--- config.mk ---
export PLATFORM = sky130hd
export DESIGN_NAME = controller
export DESIGN_NICKNAME = d
export VERILOG_FILES = /design/src/cpuDefines.svh /design/src/cpuPkg.sv /design/src/controller.sv
export SDC_FILE = /design/constraint.sdc
export NUM_CORES = 1
export LEC_CHECK = 0
export CAP_MARGIN = 20
export CORE_MARGIN = 5
export CORE_UTILIZATION = 45
export DETAILED_ROUTE_END_ITERATION = 6
export DONT_BUFFER_PORTS = 1
export MAX_ROUTING_LAYER = met4
export PLACE_DENSITY = 0.64
export SETUP_SLACK_MARGIN = 0.15
export SLEW_MARGIN = 20
export SYNTH_ARGS = -nofsm -noshare
export SYNTH_HDL_FRONTEND = slang
export SYNTH_SLANG_ARGS = --single-unit
--- constraint.sdc ---
create_clock -name clk -period 2.6 [get_ports clk]
set_clock_uncertainty 0.15 [all_clocks]
set_input_delay 0.26 -clock clk [delete_from_list [all_inputs] [get_ports clk]]
set_output_delay 0.26 -clock clk [all_outputs]
set_load 0.005 [all_outputs]
--- src/cpuDefines.svh ---
`ifndef CPU_DEFINES_SVH
`define CPU_DEFINES_SVH

// PC loaded on reset
`define CPU_RESET_PC 32'h0000_0000

// Predictor table index width, 32 entries
`define CPU_PRED_BITS 5

`define CPU_NUM_REGS 32  // Integer registers including x0

`endif

--- src/cpuPkg.sv ---
package cpuPkg;

    typedef logic [31:0] wordT;    // Data or address word
    typedef logic [4:0]  regIdxT;  // Register index

    // Immediate formats
    typedef enum logic [2:0] {
        immI, immS, immB, immJ, immU
    } immSelT;

    typedef enum logic [2:0] {
        aluAdd, aluSub, aluAnd, aluOr, aluSlt
    } aluOpT;

    // Operand source in execute
    typedef enum logic [1:0] {
        fwdNone, fwdWb, fwdMem
    } fwdSelT;

    typedef enum logic [1:0] {
        resAlu, resMem, resPcPlus4, resImm
    } resultSelT;

    // Major opcodes of the supported subset
    localparam logic [6:0] opLui    = 7'b0110111;
    localparam logic [6:0] opOpImm  = 7'b0010011;
    localparam logic [6:0] opOp     = 7'b0110011;
    localparam logic [6:0] opLoad   = 7'b0000011;
    localparam logic [6:0] opStore  = 7'b0100011;
    localparam logic [6:0] opBranch = 7'b1100011;
    localparam logic [6:0] opJal    = 7'b1101111;
    localparam logic [6:0] opJalr   = 7'b1100111;

endpackage

--- src/controller.sv ---
`timescale 1ns/1ps

module controller (
    input  logic              clk,
    input  logic              reset,
    input  logic [6:0]        opD_i,
    input  logic [2:0]        funct3D_i,
    input  logic              funct7b5D_i,
    input  cpuPkg::regIdxT    rs1D_i,
    input  cpuPkg::regIdxT    rs2D_i,
    input  cpuPkg::regIdxT    rs1E_i,
    input  cpuPkg::regIdxT    rs2E_i,
    input  cpuPkg::regIdxT    rdE_i,
    input  cpuPkg::regIdxT    rdM_i,
    input  cpuPkg::regIdxT    rdW_i,
    input  logic              zeroE_i,
    input  logic              predTakenE_i,
    input  logic              targetMatchE_i,
    output cpuPkg::immSelT    immSel_o,
    output logic              aluSrcE_o,
    output cpuPkg::aluOpT     aluOpE_o,
    output cpuPkg::resultSelT resultSelM_o,
    output cpuPkg::resultSelT resultSelW_o,
    output logic              regWriteW_o,
    output logic              memWriteM_o,
    output cpuPkg::fwdSelT    forwardAE_o,
    output cpuPkg::fwdSelT    forwardBE_o,
    output logic              stallF_o,
    output logic              stallD_o,
    output logic              flushD_o,
    output logic              flushE_o,
    output logic              takenE_o,
    output logic              redirectE_o,
    output logic              branchE_o,
    output logic              jumpE_o
);
    import cpuPkg::*;

    logic       regWriteD, aluSrcD, memWriteD, branchD, jumpD;
    resultSelT  resultSelD, resultSelE;
    aluOpT      aluOpD;
    logic       regWriteE, memWriteE, regWriteM;
    logic [2:0] funct3E;
    logic       lwStall;

    // Main decoder
    always_comb begin
        regWriteD  = 1'b0;
        memWriteD  = 1'b0;
        aluSrcD    = 1'b0;
        branchD    = 1'b0;
        jumpD      = 1'b0;
        immSel_o   = immI;
        resultSelD = resAlu;
        case (opD_i)
            opLui: begin
                regWriteD  = 1'b1;
                immSel_o   = immU;
                resultSelD = resImm;
            end
            opOpImm: begin
                regWriteD = 1'b1;
                aluSrcD   = 1'b1;
            end
            opOp: regWriteD = 1'b1;
            opLoad: begin
                regWriteD  = 1'b1;
                aluSrcD    = 1'b1;
                resultSelD = resMem;
            end
            opStore: begin
                memWriteD = 1'b1;
                aluSrcD   = 1'b1;
                immSel_o  = immS;
            end
            opBranch: begin
                branchD  = 1'b1;
                immSel_o = immB;
            end
            opJal: begin
                regWriteD  = 1'b1;
                jumpD      = 1'b1;
                immSel_o   = immJ;
                resultSelD = resPcPlus4;
            end
            opJalr: begin
                regWriteD  = 1'b1;
                jumpD      = 1'b1;
                aluSrcD    = 1'b1;  // rs1 + imm gives the target
                resultSelD = resPcPlus4;
            end
            default: ;
        endcase
    end

    // ALU decoder
    always_comb begin
        aluOpD = aluAdd;
        if (opD_i == opOp || opD_i == opOpImm) begin
            case (funct3D_i)
                3'b000:  aluOpD = (opD_i == opOp && funct7b5D_i) ? aluSub : aluAdd;
                3'b010:  aluOpD = aluSlt;
                3'b110:  aluOpD = aluOr;
                3'b111:  aluOpD = aluAnd;
                default: aluOpD = aluAdd;
            endcase
        end else if (opD_i == opBranch) begin
            aluOpD = aluSub;  // Equality via zero flag
        end
    end

    always_ff @(posedge clk) begin
        if (reset || flushE_o) begin
            regWriteE  <= 1'b0;
            memWriteE  <= 1'b0;
            aluSrcE_o  <= 1'b0;
            branchE_o  <= 1'b0;
            jumpE_o    <= 1'b0;
            aluOpE_o   <= aluAdd;
            resultSelE <= resAlu;
            funct3E    <= '0;
        end else begin
            regWriteE  <= regWriteD;
            memWriteE  <= memWriteD;
            aluSrcE_o  <= aluSrcD;
            branchE_o  <= branchD;
            jumpE_o    <= jumpD;
            aluOpE_o   <= aluOpD;
            resultSelE <= resultSelD;
            funct3E    <= funct3D_i;
        end
    end

    always_ff @(posedge clk) begin
        if (reset) begin
            regWriteM    <= 1'b0;
            memWriteM_o  <= 1'b0;
            resultSelM_o <= resAlu;
            regWriteW_o  <= 1'b0;
            resultSelW_o <= resAlu;
        end else begin
            regWriteM    <= regWriteE;
            memWriteM_o  <= memWriteE;
            resultSelM_o <= resultSelE;
            regWriteW_o  <= regWriteM;
            resultSelW_o <= resultSelM_o;
        end
    end

    // Memory stage wins over writeback
    function automatic fwdSelT fwdSel(input regIdxT rs);
        if (regWriteM && rdM_i != '0 && rdM_i == rs) begin
            return fwdMem;
        end else if (regWriteW_o && rdW_i != '0 && rdW_i == rs) begin
            return fwdWb;
        end
        return fwdNone;
    endfunction

    assign forwardAE_o = fwdSel(rs1E_i);
    assign forwardBE_o = fwdSel(rs2E_i);

    assign lwStall = (resultSelE == resMem) && (rdE_i != '0) &&
                     (rdE_i == rs1D_i || rdE_i == rs2D_i);

    // funct3 bit 0 separates bne from beq
    assign takenE_o    = (branchE_o && (funct3E[0] ? !zeroE_i : zeroE_i)) || jumpE_o;
    assign redirectE_o = takenE_o ? !(predTakenE_i && targetMatchE_i) : predTakenE_i;

    assign stallF_o = lwStall;
    assign stallD_o = lwStall;
    assign flushD_o = redirectE_o;
    assign flushE_o = lwStall || redirectE_o;

endmodule

Word level (Yosys, flattened, before mapping)
Index checks and enable logic that the tools add are counted.
{"block": "totals", "reg_bits": 18, "latchBits": 0, "ram_bits": 0, "romBits": 0, "in_bits": 51, "out_inout_bits": 25, "elab_cells": 79, "mem_count": 0}
{"block": "classes", "add_sub_neg": 0, "mul": 0, "div": 0, "order_cmp": 0, "eq_ne": 18, "n_shift": 0, "mux": 23, "bitwise_logic": 0, "reduce_logical": 25}
{"cell": "equality test 5 bit", "n": 6}
{"cell": "case mux 3 bit (4 select lines)", "n": 2}
{"cell": "equality test 7 x 6 -> 1 bit (second input constant)", "n": 3}
{"cell": "equality test 7 bit (second input constant)", "n": 3}
{"cell": "nonzero test 5 bit", "n": 3}
{"cell": "two-way mux 1 bit", "n": 13}
{"cell": "two-way mux 2 bit", "n": 6}
{"cell": "logical AND 1 bit", "n": 11}
{"cell": "equality test 7 x 2 -> 1 bit (second input constant)", "n": 1}
{"cell": "equality test 7 x 5 -> 1 bit (second input constant)", "n": 1}
{"cell": "equality test 3 bit (second input constant)", "n": 2}
{"cell": "case mux 2 bit (3 select lines)", "n": 1}
{"cell": "OR reduction 6 bit", "n": 1}
{"cell": "logical OR 1 bit", "n": 5}
{"cell": "OR reduction 4 bit", "n": 1}
{"cell": "equality test 3 x 2 -> 1 bit (second input constant)", "n": 1}
{"cell": "logical NOT 3 bit", "n": 1}
{"cell": "two-way mux 3 bit", "n": 1}
{"cell": "equality test 2 x 1 -> 1 bit (second input constant)", "n": 1}
{"cell": "logical NOT 1 bit", "n": 2}
{"cell": "OR reduction 2 bit", "n": 1}

Depth between registers and ports, before layout
{"block": "depth", "word_depth": 7, "depth_mapped": 6, "mapped_depth_nobuf": 5}

Least setup slack after synthesis
No wires, ideal clock.
{"block": "synth_timing", "path_type": "input port to output port", "startpoint": "in rdE_i[2]", "endpoint": "out stallF_o", "arrival_ns": 1.427, "required_ns": 2.190, "setup_slack_ns": 0.763, "path_stages": 6, "path_buffers": 2, "path_cell_list": "xor2_1 -> nor3_2 -> nand3_2 -> a2111oi_4 -> buf_6 -> buf_4"}
{"block": "synth_between", "elab_chain_cells": 3, "elab_cells_between_ends": 6, "cone_classes": "2 x eq/ne; 4 x reduce/logical"}
{"item": "start: declaration", "line_no": "controller.sv:13", "source": "input cpuPkg::regIdxT rdE_i,"}
{"item": "equality test 5 bit or nonzero test 5 bit (tied branches)", "line_no": "controller.sv:164, controller.sv:163"}
{"item": "logical OR 1 bit or logical AND 1 bit (tied branches)", "line_no": "controller.sv:164, controller.sv:163"}
{"item": "logical AND 1 bit *", "line_no": "controller.sv:163", "source": "assign lwStall = (resultSelE == resMem) && (rdE_i != '0) &&"}
{"item": "end: declaration", "line_no": "controller.sv:28", "source": "output logic stallF_o,"}
Every way passes the cells marked *; elsewhere a longest branch is shown, timed or not.

Final worst setup path
{"block": "layout_timing", "startpoint": "reg funct3E[0]", "endpoint": "out flushE_o"}
{"block": "layout_between", "elab_chain_cells": 5}
{"item": "start: declaration", "line_no": "controller.sv:43", "source": "logic [2:0] funct3E;"}
{"item": "start signal: assignment", "line_no": "controller.sv:130", "source": "funct3E <= funct3D_i;"}
{"item": "two-way mux 1 bit", "line_no": "controller.sv:167", "source": "assign takenE_o = (branchE_o && (funct3E[0] ? !zeroE_i : zeroE_i)) || jumpE_o;"}
{"item": "logical AND 1 bit", "line_no": "controller.sv:167"}
{"item": "logical OR 1 bit", "line_no": "controller.sv:167"}
{"item": "two-way mux 1 bit", "line_no": "controller.sv:168", "source": "assign redirectE_o = takenE_o ? !(predTakenE_i && targetMatchE_i) : predTakenE_i;"}
{"item": "logical OR 1 bit", "line_no": "controller.sv:173", "source": "assign flushE_o = lwStall || redirectE_o;"}
{"item": "end: declaration", "line_no": "controller.sv:31", "source": "output logic flushE_o,"}
Every way passes these cells.

==> impl_metrics.csv <==
group,metric,value,unit
synth,avgSynthCellArea,8.911,µm²
worst_hold_path,holdCritPathClass,"primary input to flop",
grt,antenna_found_initial,0,
grt,grt.total_usage,15.37,%
setup_path,endpoint_kind,"primary output",
sta,min_period,2.081,ns
floorplanning,dieArea,0.003902,mm²
power_and_ir_drop,swShare,23.03,%
clock_tree,worstSkewPairLatency,0.29,ns
power_and_ir_drop,leakagePower,0.4574,nW
power_and_ir_drop,irDropWorstVdd,0.0002652,V
sta,slew_violations,0,
floorplanning,die_w,62.47,µm
clock_tree,cts_sinks,18,
power_and_ir_drop,clkPwrFrac,31.4,%
synth,synthFlopType,"dfxtp_1",
setup_path,crit_arrival,1.67,ns
detailed_routing,ant_nets,0,
synth,ys_types,33,
detailed_routing,drt_pre_antenna_iters,4,
detailed_routing,drtIter0Drc,29,
power_and_ir_drop,p_switching,0.1230,mW
synth,ys_seq_elements,18,
power_and_ir_drop,p_int,0.4110,mW
clock_tree,post_cts_buffers,0,
place,io_buffers,0,
finish,drive_gt1_share,15.65,%
sta,tightest_slew,0.4726,ns
synth,syn_nets,190,
clock_tree,cts_made_buffers,3,
synth,synth_top_cell_area_share,29.09,%
floorplanning,ioPinCount,76,
setup_path,crit_family,"simple AND/OR/NAND/NOR gates",
setup_path,critical-path-slowest-cell,"dfxtp_1",
finish,final-instance-count-excl-fill,178,
detailed_routing,vias,1018,
synth,yosysWarnings,0,
place,place_hpwl,2345,µm
sta,rsz0062_at_grt,"no",
setup_path,crit_buf_inv,1,
synth,synth.area.top_cells,"dfxtp_1 29%, xor2_1 16%, xnor2_1 7.1%",
clock_tree,ctsHtreeMaxLevel,1,
power_and_ir_drop,p_comb_share,16.7,%
clock_tree,clk_pin_slew,0.10,ns
clock_tree,cts_tree,"built",
setup_path,crit_chain,"xor2_1, a21oi_1, nor2b_1, a31oi_2, buf_4, or2_2",
run,drv_cap,0,
floorplanning,placementRows,19,
power_and_ir_drop,power_density,386.3,mW/mm²
detailed_routing,drc_errors,0,
clock_tree,holdBufCountCts,9,
setup_path,worstPathRequired,2.19,ns
sta,hold_violations,0,
sta,fin_tns_setup,0,ns
synth,synthTopCellsByCount,"22 x xor2_1, 18 x dfxtp_1, 10 x xnor2_1",
grt,grt_pass1_wl,4864,µm
synth,ys_seq_area_share,29.09,%
floorplanning,core_area,0.002686,mm²
place,place_congestion,0.8732,
synth,synthesis.area,0.001239,mm²
detailed_routing,via_per_inst,5.719,
finish,antenna_cells,0,
grt,grt_pass1_vias,1095,
grt,grt_max_degree,15,
floorplanning,die_h,62.47,µm
clock_tree,ctsResizeCount,0,
sta,setup_viol_count_final,0,
sta,post-route-period-util,80.03,%
synth,synth_top_area_cell,"dfxtp_1",
finish,num-nets-final,199,
run_status,outcome,"completed",
synth,synth_cells,139,
setup_path,path_class,"flop to primary output",
setup_path,cp-start-kind,"flop",
detailed_routing,wl_per_cell,16.57,µm
synth,synth-async-reset-ratio,0,%
synth,synth_edf_count,0,
grt,overflow,0,
sta,max_freq,480.6,MHz
finish,fill_cells,255,
clock_tree,clock_path_buffers,2,
power_and_ir_drop,pwr-share-seq,52.0,%
synth,synth_most_common_cell,"xor2_1",
clock_tree,cts_root_buffer,"clkbuf_4",
detailed_routing,routed_wl,2950,µm
place,place.detailed.instances,165,
setup_path,critPathMaxStageDelay,0.32,ns
sta,maxSlewHeadroom,68.20,%
floorplanning,initial_utilization,46.11,%
finish,area_growth,11.62,%
setup_path,critical_path.max_fanout,14,
-- layer usage --
layer  global-route usage [%]  routed length [µm]
met1                    15.49                1087
met2                    27.59                1556
met3                    5.755                 234
met4                    4.244                  72
met5                        -                   0
-- power by group through the flow --
stage / Combinational, mW / Clock (mW) / Sequential (mW)
after CTS: 0.0894 / 0.173 / 0.278
final: 0.0889 / 0.168 / 0.278
after detailed placement: 0.0774 / 0 / 0.284
after floorplan: 0.0731 / 0 / 0.284
after global placement: 0.0745 / 0 / 0.284
after global routing: 0.0990 / 0.189 / 0.278
-- cell type report --
cell class	instances	area (µm²)	area share, %
clock buffers	4	36.28	2.624
inverters	2	7.507	0.5430
multi-input cells	112	834.6	60.36
flip-flops and latches	18	360.3	26.06
well taps	31	38.79	2.805
repair buffers	11	105.1	7.602
-- sequential cells by signal (all words and copies together) (netlist names) --
register and flops:
resultSelM_o 2, regWriteM 1, funct3E 1, resultSelE 2, regWriteW_o 1, resultSelW_o 2, regWriteE 1, memWriteM_o 1
aluOpE_o 3, memWriteE 1, aluSrcE_o 1, branchE_o 1, jumpE_o 1
-- final timing paths --
path | end | slack (ns) | start | cells past startpoint
setup reg to reg | regWriteE | 0.97 | funct3E[0] | 6
setup / recovery | flushE_o | 0.52 | funct3E[0] | 6
hold / removal | aluOpE_o[0] | 0.02 | funct3D_i[0] | 2
hold reg to reg | memWriteM_o | 0.31 | memWriteE | 1
-- cell usage in the layout (no fill, tap or decap) --
cell type / instances
or3_1: 2
nor2b_1: 9
nor4_2: 5
nor4_1: 5
xor2_1: 22
a2111oi_4: 1
buf_4: 2
or4_4: 1
nor4b_1: 2
inv_1: 2
a21oi_1: 3
and3b_1: 1
clkbuf_8: 1
o21ai_1: 1
o21ai_0: 3
nor3_2: 5
dfxtp_1: 18
nor3_1: 3
nand4_1: 1
nor2_1: 7
clkbuf_4: 3
dlygate4sd3_1: 9
or4_1: 4
nand3_2: 2
o31a_1: 1
nand2_1: 7
nand2b_1: 3
xnor2_1: 10
nand3_1: 9
a22oi_1: 2
a31oi_2: 1
or2_2: 1
nor2_4: 1
-- logic make-up (layout without fill, tap and decap cells) --
family / after synthesis / after routing / share of synthesized area, %
compound gates: 12 / 12 / 7.474
buf+inv: 9 / 17 / 4.040
simple gates: 68 / 68 / 36.77
flops: 18 / 18 / 29.09
xor+xnor: 32 / 32 / 22.63
-- per-stage QoR --
stage | setup WS [ns] | power [mW] | hold WS [ns] | util [%] | cell area [µm²]
after floorplan | 0.7631 | 0.3568 | 0.1767 | - | 1239
after global placement | 0.7530 | 0.3585 | 0.1821 | 46.76 | 1256
after detailed placement | 0.7531 | 0.3614 | 0.1831 | 46.76 | 1256
after CTS | 0.4929 | 0.5403 | 0.01266 | 51.47 | 1383
after global routing | 0.3958 | 0.5662 | 0.01493 | 51.47 | 1383
final | 0.5192 | 0.5341 | 0.02346 | 51.47 | 1383
-- worst reg2reg max path: stages (launching register included) --
cell,delay (ns)
dfxtp_1,0.32
xor2_1,0.15
a21oi_1,0.16
nor2b_1,0.17
a31oi_2,0.05
buf_4,0.21
nor4b_1,0.32
Power figures use the tool's default switching activity.
